**src/source/regfile_pkg.sv**
```systemverilog
package regfile_pkg;

    // ----------------------------------------
    // Register addresses
    // ----------------------------------------
    localparam logic [7:0] ADDR_CHIP_CONFIG    = 8'd0;
    localparam logic [7:0] ADDR_FAST_CLK       = 8'd1;
    localparam logic [7:0] ADDR_PATGEN_RESET   = 8'd2;
    localparam logic [7:0] ADDR_PATGEN_SUSPEND = 8'd3;
    localparam logic [7:0] ADDR_PATGEN_STROBE  = 8'd4;
    localparam logic [7:0] ADDR_PATGEN_CONFIG  = 8'd5;
    localparam logic [7:0] ADDR_PATGEN_ADDR    = 8'd6;
    localparam logic [7:0] ADDR_PATGEN_DATA    = 8'd7;
    localparam logic [7:0] ADDR_TEST_COUNTER   = 8'd8;
    localparam logic [7:0] ADDR_RO_CONTROL     = 8'd9;
    localparam logic [7:0] ADDR_RO_STATUS      = 8'd10;
    localparam logic [7:0] ADDR_RO_FIFO        = 8'd11;
    localparam logic [7:0] ADDR_TRIG_DELAY     = 8'd13;
    localparam logic [7:0] ADDR_TRIG_WINDOW    = 8'd14;
    localparam logic [7:0] ADDR_DESER_DELAY    = 8'd15;
    localparam logic [7:0] ADDR_CHIP_LDS       = 8'd16;
    localparam logic [7:0] ADDR_CHIP_RAMWR     = 8'd17;
    localparam logic [7:0] ADDR_CONFIG_MODE    = 8'd19;
    localparam logic [7:0] ADDR_WORK_MODE      = 8'd20;
    localparam logic [7:0] ADDR_ETH_IP         = 8'd30;
    localparam logic [7:0] ADDR_ETH_PORT       = 8'd31;
    localparam logic [7:0] ADDR_ETH_MAC        = 8'd32;
    localparam logic [7:0] ADDR_ETH_CONFIG     = 8'd33;
    localparam logic [7:0] ADDR_ETH_DELAY      = 8'd34;
    localparam logic [7:0] ADDR_ETH_TIMEOUT    = 8'd35;
    localparam logic [7:0] ADDR_ETH_SUBNET     = 8'd36;
    localparam logic [7:0] ADDR_TRIG_CONFIG    = 8'd40;
    localparam logic [7:0] ADDR_TRIG_DELAY24   = 8'd41;
    localparam logic [7:0] ADDR_TRIG_DURATION  = 8'd42;
    localparam logic [7:0] ADDR_TRIG_CONFIG2   = 8'd43;
    localparam logic [7:0] ADDR_TRIGGEN_NUM    = 8'd44;
    localparam logic [7:0] ADDR_TRIGGEN_LENGTH = 8'd45;
    localparam logic [7:0] ADDR_TRIGGEN_DIST   = 8'd46;
    localparam logic [7:0] ADDR_TRIGGEN_INIT   = 8'd47;
    localparam logic [7:0] ADDR_TEST_PATTERN   = 8'd80;

    // ----------------------------------------
    // Reset values and fixed bytes
    // ----------------------------------------
    localparam logic [7:0]  RST_PATGEN_RESET   = 8'h01;
    localparam logic [7:0]  RST_RO_CONTROL     = 8'h80;
    localparam logic [7:0]  RST_DESER_DELAY    = 8'h01;
    localparam logic [7:0]  RST_TRIG_CONFIG    = 8'h10;
    localparam logic [7:0]  RST_TRIGGEN_LENGTH = 8'h0F;
    localparam logic [7:0]  RST_COUNTER        = 8'h11;
    localparam logic [7:0]  TEST_PATTERN       = 8'hAB;
    localparam logic [31:0] RST_ETH_IP         = 32'hC0A8_0180;
    localparam logic [31:0] RST_ETH_SUBNET     = 32'hFFFF_FF00;
    localparam logic [15:0] RST_ETH_PORT       = 16'h04D2;
    localparam logic [47:0] RST_ETH_MAC        = 48'h0200_0000_0000;
    localparam logic [15:0] RST_ETH_DELAY      = 16'h000A;
    localparam logic [23:0] RST_ETH_TIMEOUT    = 24'hFF_FFFF;
    localparam logic [15:0] RST_TRIGGEN_NUM    = 16'h0001;
    // Returned for every byte of a data set that started on an empty FIFO
    localparam logic [7:0]  EMPTY_FILL         = 8'hFF;

    // ----------------------------------------
    // Structs
    // ----------------------------------------
    typedef struct packed {
        logic       rd;
        logic       wr;
        logic [7:0] addr;
        logic [7:0] wdata;
    } reg_bus_t;

    typedef struct packed {
        logic [7:0] chip_config;
        logic [7:0] fast_clk;
        logic [7:0] patgen_reset;
        logic [7:0] patgen_suspend;
        logic [7:0] patgen_strobe;
        logic [7:0] patgen_config;
        logic [7:0] patgen_addr;
        logic [7:0] patgen_data;
        logic [7:0] ro_control;
        logic [7:0] trig_delay;
        logic [7:0] trig_window;
        logic [7:0] deser_delay;
        logic [7:0] chip_lds;
        logic [7:0] chip_ramwr;
        logic [7:0] config_mode;
        logic [7:0] work_mode;
        logic [7:0] trig_config;
        logic [7:0] trig_config2;
        logic [7:0] triggen_length;
        logic [7:0] eth_config;
    } ctrl_out_t;

    typedef struct packed {
        logic [47:0] eth_mac;
        logic [31:0] eth_ip;
        logic [31:0] eth_subnet;
        logic [15:0] eth_port;
        logic [15:0] eth_delay;
        logic [23:0] eth_timeout;
        logic [23:0] trig_delay;
        logic [23:0] trig_duration;
        logic [15:0] triggen_num;
        logic [15:0] triggen_dist;
        logic [15:0] triggen_init;
    } wide_out_t;

    // Field order gives the status byte layout, bit 0 is empty
    typedef struct packed {
        logic full;
        logic prog_full;
        logic empty;
    } ro_status_t;

endpackage

```
**src/source/ctrl_regs.sv**
```systemverilog
module ctrl_regs (
    input  logic                   clk,
    input  logic                   rst,
    input  regfile_pkg::reg_bus_t  bus,
    output regfile_pkg::ctrl_out_t ctrl,
    output logic [7:0]             rdata,
    output logic                   hit
);

    logic [7:0] test_counter;

    // ----------------------------------------
    // Writes
    // ----------------------------------------
    always_ff @(posedge clk) begin
        if (rst) begin
            ctrl                <= '0;
            ctrl.patgen_reset   <= regfile_pkg::RST_PATGEN_RESET;
            ctrl.ro_control     <= regfile_pkg::RST_RO_CONTROL;
            ctrl.deser_delay    <= regfile_pkg::RST_DESER_DELAY;
            ctrl.trig_config    <= regfile_pkg::RST_TRIG_CONFIG;
            ctrl.triggen_length <= regfile_pkg::RST_TRIGGEN_LENGTH;
        end else if (bus.wr) begin
            case (bus.addr)
                regfile_pkg::ADDR_CHIP_CONFIG:    ctrl.chip_config    <= bus.wdata;
                regfile_pkg::ADDR_FAST_CLK:       ctrl.fast_clk       <= bus.wdata;
                regfile_pkg::ADDR_PATGEN_RESET:   ctrl.patgen_reset   <= bus.wdata;
                regfile_pkg::ADDR_PATGEN_SUSPEND: ctrl.patgen_suspend <= bus.wdata;
                regfile_pkg::ADDR_PATGEN_STROBE:  ctrl.patgen_strobe  <= bus.wdata;
                regfile_pkg::ADDR_PATGEN_CONFIG:  ctrl.patgen_config  <= bus.wdata;
                regfile_pkg::ADDR_PATGEN_ADDR:    ctrl.patgen_addr    <= bus.wdata;
                regfile_pkg::ADDR_PATGEN_DATA:    ctrl.patgen_data    <= bus.wdata;
                regfile_pkg::ADDR_RO_CONTROL:     ctrl.ro_control     <= bus.wdata;
                regfile_pkg::ADDR_TRIG_DELAY:     ctrl.trig_delay     <= bus.wdata;
                regfile_pkg::ADDR_TRIG_WINDOW:    ctrl.trig_window    <= bus.wdata;
                regfile_pkg::ADDR_DESER_DELAY:    ctrl.deser_delay    <= bus.wdata;
                regfile_pkg::ADDR_CHIP_LDS:       ctrl.chip_lds       <= bus.wdata;
                regfile_pkg::ADDR_CHIP_RAMWR:     ctrl.chip_ramwr     <= bus.wdata;
                regfile_pkg::ADDR_CONFIG_MODE:    ctrl.config_mode    <= bus.wdata;
                regfile_pkg::ADDR_WORK_MODE:      ctrl.work_mode      <= bus.wdata;
                regfile_pkg::ADDR_TRIG_CONFIG:    ctrl.trig_config    <= bus.wdata;
                regfile_pkg::ADDR_TRIG_CONFIG2:   ctrl.trig_config2   <= bus.wdata;
                regfile_pkg::ADDR_TRIGGEN_LENGTH: ctrl.triggen_length <= bus.wdata;
                regfile_pkg::ADDR_ETH_CONFIG:     ctrl.eth_config     <= bus.wdata;
                default: ;
            endcase
        end
    end

    // Readout test counter, steps once per read of its address
    always_ff @(posedge clk) begin
        if (rst) begin
            test_counter <= regfile_pkg::RST_COUNTER;
        end else if (bus.rd && bus.addr == regfile_pkg::ADDR_TEST_COUNTER) begin
            test_counter <= test_counter + 8'd1;
        end
    end

    // ----------------------------------------
    // Read decode
    // ----------------------------------------
    always_comb begin
        hit = 1'b1;
        case (bus.addr)
            regfile_pkg::ADDR_CHIP_CONFIG:    rdata = ctrl.chip_config;
            regfile_pkg::ADDR_FAST_CLK:       rdata = ctrl.fast_clk;
            regfile_pkg::ADDR_PATGEN_RESET:   rdata = ctrl.patgen_reset;
            regfile_pkg::ADDR_PATGEN_SUSPEND: rdata = ctrl.patgen_suspend;
            regfile_pkg::ADDR_PATGEN_STROBE:  rdata = ctrl.patgen_strobe;
            regfile_pkg::ADDR_PATGEN_CONFIG:  rdata = ctrl.patgen_config;
            regfile_pkg::ADDR_PATGEN_ADDR:    rdata = ctrl.patgen_addr;
            regfile_pkg::ADDR_PATGEN_DATA:    rdata = ctrl.patgen_data;
            regfile_pkg::ADDR_TEST_COUNTER:   rdata = test_counter;
            regfile_pkg::ADDR_RO_CONTROL:     rdata = ctrl.ro_control;
            regfile_pkg::ADDR_TRIG_DELAY:     rdata = ctrl.trig_delay;
            regfile_pkg::ADDR_TRIG_WINDOW:    rdata = ctrl.trig_window;
            regfile_pkg::ADDR_DESER_DELAY:    rdata = ctrl.deser_delay;
            regfile_pkg::ADDR_CHIP_LDS:       rdata = ctrl.chip_lds;
            regfile_pkg::ADDR_CHIP_RAMWR:     rdata = ctrl.chip_ramwr;
            regfile_pkg::ADDR_CONFIG_MODE:    rdata = ctrl.config_mode;
            regfile_pkg::ADDR_WORK_MODE:      rdata = ctrl.work_mode;
            regfile_pkg::ADDR_TRIG_CONFIG:    rdata = ctrl.trig_config;
            regfile_pkg::ADDR_TRIG_CONFIG2:   rdata = ctrl.trig_config2;
            regfile_pkg::ADDR_TRIGGEN_LENGTH: rdata = ctrl.triggen_length;
            regfile_pkg::ADDR_ETH_CONFIG:     rdata = ctrl.eth_config;
            regfile_pkg::ADDR_TEST_PATTERN:   rdata = regfile_pkg::TEST_PATTERN;
            default: begin
                rdata = 8'h00;
                hit   = 1'b0;
            end
        endcase
    end

endmodule

```
**src/source/wide_regs.sv**
```systemverilog
module wide_regs (
    input  logic                   clk,
    input  logic                   rst,
    input  regfile_pkg::reg_bus_t  bus,
    output regfile_pkg::wide_out_t wide,
    output logic [7:0]             rdata,
    output logic                   hit
);

    localparam int NUM_REGS = 11;

    // Per register tables, listed in wide_out_t order
    localparam int REG_BYTES [NUM_REGS] = '{6, 4, 4, 2, 2, 3, 3, 3, 2, 2, 2};

    localparam logic [7:0] REG_ADDR [NUM_REGS] = '{
        regfile_pkg::ADDR_ETH_MAC,
        regfile_pkg::ADDR_ETH_IP,
        regfile_pkg::ADDR_ETH_SUBNET,
        regfile_pkg::ADDR_ETH_PORT,
        regfile_pkg::ADDR_ETH_DELAY,
        regfile_pkg::ADDR_ETH_TIMEOUT,
        regfile_pkg::ADDR_TRIG_DELAY24,
        regfile_pkg::ADDR_TRIG_DURATION,
        regfile_pkg::ADDR_TRIGGEN_NUM,
        regfile_pkg::ADDR_TRIGGEN_DIST,
        regfile_pkg::ADDR_TRIGGEN_INIT
    };

    localparam logic [47:0] REG_RST [NUM_REGS] = '{
        regfile_pkg::RST_ETH_MAC,
        48'(regfile_pkg::RST_ETH_IP),
        48'(regfile_pkg::RST_ETH_SUBNET),
        48'(regfile_pkg::RST_ETH_PORT),
        48'(regfile_pkg::RST_ETH_DELAY),
        48'(regfile_pkg::RST_ETH_TIMEOUT),
        48'h0,
        48'h0,
        48'(regfile_pkg::RST_TRIGGEN_NUM),
        48'h0,
        48'h0
    };

    logic [47:0]         value   [NUM_REGS];
    logic [7:0]          rd_byte [NUM_REGS];
    logic [NUM_REGS-1:0] sel;

    // ----------------------------------------
    // One shift register and cursor each
    // ----------------------------------------
    for (genvar g = 0; g < NUM_REGS; g++) begin : g_reg
        // Keeps bytes above the register size at zero
        localparam logic [47:0] MASK = {48{1'b1}} >> (8 * (6 - REG_BYTES[g]));

        logic [47:0] shift_q;
        logic [2:0]  cursor;

        assign sel[g] = bus.addr == REG_ADDR[g];

        always_ff @(posedge clk) begin
            if (rst) begin
                shift_q <= REG_RST[g];
                cursor  <= '0;
            end else begin
                if (bus.wr && sel[g]) begin
                    shift_q <= {shift_q[39:0], bus.wdata} & MASK;
                end
                if (bus.rd && sel[g]) begin
                    if (int'(cursor) == REG_BYTES[g] - 1) begin
                        cursor <= '0;
                    end else begin
                        cursor <= cursor + 3'd1;
                    end
                end
            end
        end

        // Cursor 0 points at the most significant byte
        assign rd_byte[g] = shift_q[8 * (REG_BYTES[g] - 1 - int'(cursor)) +: 8];
        assign value[g]   = shift_q;
    end

    always_comb begin
        rdata = 8'h00;
        hit   = 1'b0;
        for (int i = 0; i < NUM_REGS; i++) begin
            if (sel[i]) begin
                rdata = rd_byte[i];
                hit   = 1'b1;
            end
        end
    end

    assign wide.eth_mac       = value[0];
    assign wide.eth_ip        = value[1][31:0];
    assign wide.eth_subnet    = value[2][31:0];
    assign wide.eth_port      = value[3][15:0];
    assign wide.eth_delay     = value[4][15:0];
    assign wide.eth_timeout   = value[5][23:0];
    assign wide.trig_delay    = value[6][23:0];
    assign wide.trig_duration = value[7][23:0];
    assign wide.triggen_num   = value[8][15:0];
    assign wide.triggen_dist  = value[9][15:0];
    assign wide.triggen_init  = value[10][15:0];

endmodule

```
**src/source/readout_fifo.sv**
```systemverilog
module readout_fifo #(
    parameter int FIFO_DEPTH      = 16,
    parameter int PROG_FULL_LEVEL = 12
) (
    input  logic                    clk,
    input  logic                    rst,
    input  regfile_pkg::reg_bus_t   bus,
    input  logic [63:0]             din,
    input  logic                    wr_en,
    output regfile_pkg::ro_status_t status,
    output logic [7:0]              rdata,
    output logic                    hit
);

    localparam int PTR_W = $clog2(FIFO_DEPTH);
    localparam int CNT_W = $clog2(FIFO_DEPTH + 1);

    logic [63:0]      mem [FIFO_DEPTH];
    logic [PTR_W-1:0] wr_ptr;
    logic [PTR_W-1:0] rd_ptr;
    logic [CNT_W-1:0] count;
    logic             push;
    logic             pop;
    logic [2:0]       byte_cnt;
    logic             empty_at_start;
    logic             set_valid;
    logic             sel_data;
    logic             sel_status;

    function automatic logic [PTR_W-1:0] next_ptr(input logic [PTR_W-1:0] ptr);
        return (ptr == PTR_W'(FIFO_DEPTH - 1)) ? '0 : ptr + PTR_W'(1);
    endfunction

    // ----------------------------------------
    // Word storage
    // ----------------------------------------
    assign status.full      = count == CNT_W'(FIFO_DEPTH);
    assign status.prog_full = count >= CNT_W'(PROG_FULL_LEVEL);
    assign status.empty     = count == '0;

    // Pushes to a full FIFO are lost
    assign push = wr_en && !status.full;
    assign pop  = bus.rd && sel_data && set_valid && byte_cnt == 3'd7;

    always_ff @(posedge clk) begin
        if (push) begin
            mem[wr_ptr] <= din;
        end
    end

    always_ff @(posedge clk) begin
        if (rst) begin
            wr_ptr <= '0;
            rd_ptr <= '0;
            count  <= '0;
        end else begin
            if (push) begin
                wr_ptr <= next_ptr(wr_ptr);
            end
            if (pop) begin
                rd_ptr <= next_ptr(rd_ptr);
            end
            if (push && !pop) begin
                count <= count + CNT_W'(1);
            end else if (pop && !push) begin
                count <= count - CNT_W'(1);
            end
        end
    end

    // ----------------------------------------
    // Host side data sets
    // ----------------------------------------
    assign sel_data   = bus.addr == regfile_pkg::ADDR_RO_FIFO;
    assign sel_status = bus.addr == regfile_pkg::ADDR_RO_STATUS;

    // First byte looks at the live flag, the rest follow what it saw
    assign set_valid = (byte_cnt == 3'd0) ? !status.empty : !empty_at_start;

    always_ff @(posedge clk) begin
        if (rst) begin
            byte_cnt       <= '0;
            empty_at_start <= 1'b0;
        end else if (bus.rd && sel_data) begin
            byte_cnt <= byte_cnt + 3'd1;
            if (byte_cnt == 3'd0) begin
                empty_at_start <= status.empty;
            end
        end
    end

    always_comb begin
        hit = sel_data || sel_status;
        if (sel_status) begin
            rdata = {5'b0, status};
        end else if (sel_data && set_valid) begin
            // Inverted cursor times 8 selects bytes MSB first
            rdata = mem[rd_ptr][{~byte_cnt, 3'b000} +: 8];
        end else if (sel_data) begin
            rdata = regfile_pkg::EMPTY_FILL;
        end else begin
            rdata = 8'h00;
        end
    end

endmodule

```
**src/source/regfile_top.sv**
```systemverilog
module regfile_top #(
    parameter int FIFO_DEPTH      = 16,
    parameter int PROG_FULL_LEVEL = 12
) (
    input  logic                   clk,
    input  logic                   rst,
    input  logic                   read,
    input  logic                   write,
    input  logic [7:0]             address,
    input  logic [7:0]             write_data,
    output logic [7:0]             read_data,
    output logic                   done,
    output regfile_pkg::ctrl_out_t ctrl,
    output regfile_pkg::wide_out_t wide,
    input  logic [63:0]            fifo_din,
    input  logic                   fifo_wr_en,
    output logic                   fifo_full,
    output logic                   fifo_empty,
    output logic                   fifo_prog_full
);

    regfile_pkg::reg_bus_t   bus;
    regfile_pkg::ro_status_t ro_status;
    logic [7:0]              ctrl_rdata;
    logic [7:0]              wide_rdata;
    logic [7:0]              fifo_rdata;
    logic [7:0]              rdata_mux;
    logic                    ctrl_hit;
    logic                    wide_hit;
    logic                    fifo_hit;

    assign bus = '{rd: read, wr: write, addr: address, wdata: write_data};

    ctrl_regs u_ctrl_regs (
        .clk   (clk),
        .rst   (rst),
        .bus   (bus),
        .ctrl  (ctrl),
        .rdata (ctrl_rdata),
        .hit   (ctrl_hit)
    );

    wide_regs u_wide_regs (
        .clk   (clk),
        .rst   (rst),
        .bus   (bus),
        .wide  (wide),
        .rdata (wide_rdata),
        .hit   (wide_hit)
    );

    readout_fifo #(
        .FIFO_DEPTH      (FIFO_DEPTH),
        .PROG_FULL_LEVEL (PROG_FULL_LEVEL)
    ) u_readout_fifo (
        .clk    (clk),
        .rst    (rst),
        .bus    (bus),
        .din    (fifo_din),
        .wr_en  (fifo_wr_en),
        .status (ro_status),
        .rdata  (fifo_rdata),
        .hit    (fifo_hit)
    );

    assign fifo_full      = ro_status.full;
    assign fifo_empty     = ro_status.empty;
    assign fifo_prog_full = ro_status.prog_full;

    // Address ranges are disjoint, at most one peer hits
    always_comb begin
        if (ctrl_hit) begin
            rdata_mux = ctrl_rdata;
        end else if (wide_hit) begin
            rdata_mux = wide_rdata;
        end else if (fifo_hit) begin
            rdata_mux = fifo_rdata;
        end else begin
            rdata_mux = 8'h00;
        end
    end

    // Read data and done one cycle after the strobe
    always_ff @(posedge clk) begin
        if (rst) begin
            read_data <= 8'h00;
            done      <= 1'b0;
        end else begin
            done <= read;
            if (read) begin
                read_data <= rdata_mux;
            end
        end
    end

endmodule

```
**config.mk**
```make
export PLATFORM = sky130hd
export DESIGN_NAME = regfile_top
export DESIGN_NICKNAME = d
export VERILOG_FILES = /design/src/source/regfile_pkg.sv /design/src/source/ctrl_regs.sv /design/src/source/wide_regs.sv /design/src/source/readout_fifo.sv /design/src/source/regfile_top.sv
export SDC_FILE = /design/constraint.sdc
export NUM_CORES = 2
export LEC_CHECK = 0
export BUFFER_PORTS_ARGS = -buffer_cell sky130_fd_sc_hd__buf_2
export CORE_ASPECT_RATIO = 1.75
export CORE_MARGIN = 3
export CORE_UTILIZATION = 60
export DETAILED_ROUTE_END_ITERATION = 10
export HOLD_SLACK_MARGIN = 0.02
export PLACE_DENSITY = 0.87
export SYNTH_ARGS = -nofsm -noshare
export SYNTH_HDL_FRONTEND = slang
export SYNTH_SLANG_ARGS = --single-unit
```
**constraint.sdc**
```tcl
create_clock -name clk -period 7.45 [get_ports clk]
set_input_delay 0.3725 -clock clk [delete_from_list [all_inputs] [get_ports clk]]
set_output_delay 0.3725 -clock clk [all_outputs]
set_load 0.005 [all_outputs]
```
==> results.cfg <==
[place]
port_buffers = 520
dp_hpwl_um = 128300
place_congestion = 1.010
dp.cells = 6138

[yosys]
synthFlopType = edfxtp_1
synth_fp_nets = 4658
synth_warnings = 0
synth_edf_count = 1024
netlist_instances = 4542
syn_avg_cell_area_sq_um = 13.62
ys_types = 92
async_flop_share = 0
yosys_register_bits = 1519
synth_area_sq_um = 61840
ys_seq_area_frac = 0.6574

[power_and_ir_drop]
fin_total_pwr_mw = 16.96
switching_share = 0.2212
power_density_nw_per_um2 = 241.5
leakage_nw = 23.62
ir_drop_uv = 222.2
p_sw_mw = 3.752
comb_power_share = 0.046
clockPowerShare = 0.412
pwr-share-seq = 0.542
p_int_mw = 13.20

[worst_setup_path]
cp-start-kind = register
crit_family = compound AO/OA/AOI/OAI gates
slowest_delay_ns = 0.81
path_cells = inv_2 > buf_4 > mux4_2 > mux2i_1 > a2111oi_0 > o21ai_0 > a2111oi_0
worst-setup-path-type = reg -> reg
crit_arrival_ns = 4.64
reg2reg_slack_ns = 3.43
required_ns = 8.07
cp_max_fo = 28
slowest_stage = dfxtp_2
cp-end-kind = register
cpMostUsedCell = a2111oi_0
cp_num_buf_inv = 2

[sta]
setup_viol = 0
skew_ns = 0.03229
max_freq_mhz = 248.8
tightest_slew_ns = 1.319
slew_headroom = 0.1203
period_needed_ns = 4.019
fin_crit_sh = 0.5394
tns_ns = 0
slew_viol_final = 0
rsz0062_at_grt = false
hold_violations = 0

[global_routing]
antenna_found_initial = 17
grt_pass1_wl_um = 297600
grtUsageTotal = 0.3798
grt_pass1_vias = 42690
grt_max_degree = 139
grt-ovfl-total = 0

[clock_tree]
cts_sinks = 1519
numCtsBuffers = 133
clock_latency_ns = 0.78
postCtsResizedCells = 0
cts_setup_buffers = 0
cts_root_buf = clkbuf_16
cts_buffer_depth = 3
cts_tree = yes
hold_buffers = 64
clk_pin_slew_worst_paths_ns = 0.06
cts_max_level = 4

[floorplan]
core-area_sq_um = 102200
initial_utilization = 0.6051
io_pins = 521
die-height_um = 430.7
dieArea_sq_um = 107100
die_x_um = 248.7
rows = 155

[routing]
drcViolationCount = 0
dr.pass1.iters = 8
totalWireLength_um = 206500
antenna_left = 0
wl_per_cell_um = 32.00
drt_iter0_drc = 5504
vias = 44140
vias_per_cell = 6.840

[layout]
seq_area_sq_um = 40670
multi_input_area_sq_um = 19490
finalNonFillerCells = 6453
layout-drive-gt1-share = 0.2132
syn2layout_area_growth_pct = 13.52
fin_nets = 5119
fillCellCount = 6658

[outcome]
status = finished clean

[worst_hold_path]
worstHoldStart = rst
min_path_type = in -> reg

[flow_run]
maxCapViolCount = 0
-- worst reg2reg max path, stage by stage (launching register included) --
cell and delay (ns):
dfxtp_2 0.81, inv_2 0.50, buf_4 0.50, mux4_2 0.48, mux2i_1 0.24, a2111oi_0 0.57
o21ai_0 0.32, a2111oi_0 0.47
-- cell usage in the layout (no fill, tap or decap), types with 18 or more instances in the layout --
cell type / instances
edfxtp_1: 1024
nand2_1: 852
buf_2: 519
dfxtp_1: 491
a21oi_1: 410
mux4_2: 233
nand3_1: 232
mux2i_1: 175
clkbuf_16: 138
nor2_1: 99
buf_4: 74
o21ai_0: 64
dlygate4sd3_1: 64
a22oi_1: 45
a221oi_1: 43
nor3_1: 35
nand4_1: 34
inv_1: 32
mux4_1: 30
ha_1: 30
clkinv_2: 25
clkbuf_1: 25
nor2b_1: 18
a22o_1: 18
-- kinds of logic after synthesis --
kind of cell | count (synthesis) | synth area share
AND/OR/NAND/NOR | 1401 | 0.09976
flip-flops | 1519 | 0.6574
buffers and inverters | 373 | 0.03065
multiplexers | 445 | 0.1272
AO/OA/AOI/OAI | 747 | 0.07488
XOR/XNOR | 26 | 0.003682
adder cells (fa/ha/maj) | 31 | 0.006393
-- final timing paths --
path | endpoint | cells past startpoint
worst min register to register | u_wide_regs.g_reg[7].shift_q[23]$_SDFFE_PP0P_ | 2
worst max register to register | read_data[4]$_SDFFE_PP0P_ | 7
worst min-delay path | u_wide_regs.g_reg[6].shift_q[5]$_SDFFE_PP0P_ | 2
worst max-delay path | read_data[4]$_SDFFE_PP0P_ | 7
-- cell usage after synthesis, types with 14 or more instances --
library cell | instances | area share
nor4_1 | 16 | 0.0016
nand2b_1 | 14 | 0.0014
and3_1 | 17 | 0.0017
a221o_1 | 14 | 0.0023
ha_1 | 30 | 0.0061
o21ai_0 | 64 | 0.0052
a22o_1 | 18 | 0.0025
mux4_2 | 233 | 0.085
o22ai_1 | 14 | 0.0014
a21oi_1 | 410 | 0.033
a211oi_1 | 17 | 0.0021
edfxtp_1 | 1024 | 0.50
dfxtp_1 | 495 | 0.16
buf_2 | 49 | 0.0040
nand2_1 | 852 | 0.052
nor2b_1 | 21 | 0.0021
nor2_1 | 113 | 0.0069
buf_1 | 26 | 0.0016
nand3_1 | 232 | 0.019
mux2i_1 | 175 | 0.028
nor3_1 | 41 | 0.0033
buf_6 | 23 | 0.0042
clkbuf_1 | 207 | 0.013
a22oi_1 | 45 | 0.0055
inv_1 | 35 | 0.0021
a221oi_1 | 43 | 0.0061
xor2_1 | 16 | 0.0023
nand4_1 | 34 | 0.0034
mux4_1 | 30 | 0.013
-- layer usage --
metal / GRT usage / share of wire
met5: 0 / 0.00030
met4: 0.2772 / 0.090
met3: 0.1011 / 0.12
met2: 0.6159 / 0.48
met1: 0.4365 / 0.32
-- power by group through the flow --
stage               registers [mW]  logic, mW  clock network, mW
detailed placement            9.37      0.723                  0
global route                  9.19      0.812               7.34
floorplan                     9.37      0.368                  0
CTS                           9.19      0.765               7.04
finish                        9.19      0.788               6.98
global placement              9.35      0.700                  0
-- stage by stage --
step                hold WS, ns  cell area (sq um)  utilization  setup slack [ns]
finish                   0.1743              70210       0.6869             3.431
global route             0.1826              70200       0.6868             3.308
CTS                      0.1203              70180       0.6867             3.505
detailed placement       0.4600              65220       0.6381             3.182
global placement         0.4525              65220       0.6381             3.241
floorplan                0.4440              61840            -             1.407
-- flip-flops by register name, summed over array words and instances, names as in the netlist, named ones only --
name / flops
done: 1
read_data: 8
u_ctrl_regs.ctrl: 160
u_ctrl_regs.test_counter: 8
u_readout_fifo.byte_cnt: 3
u_readout_fifo.count: 5
u_readout_fifo.empty_at_start: 1
u_readout_fifo.mem: 1024
u_readout_fifo.rd_ptr: 4
u_readout_fifo.wr_ptr: 4
u_wide_regs.g.cursor: 33
u_wide_regs.g.shift_q: 264
-- layout make-up --
class | count | share of cell area
antenna | 12 | 0.0004277
tap | 1334 | 0.02377
inverter | 37 | 0.001978
timing repair buffer | 662 | 0.05539
clock buffer | 172 | 0.05229
sequential | 1519 | 0.5793
clock inverter | 67 | 0.009285
multi-input combinational | 2650 | 0.2776
No activity file was read; power rests on OpenSTA's default activity.
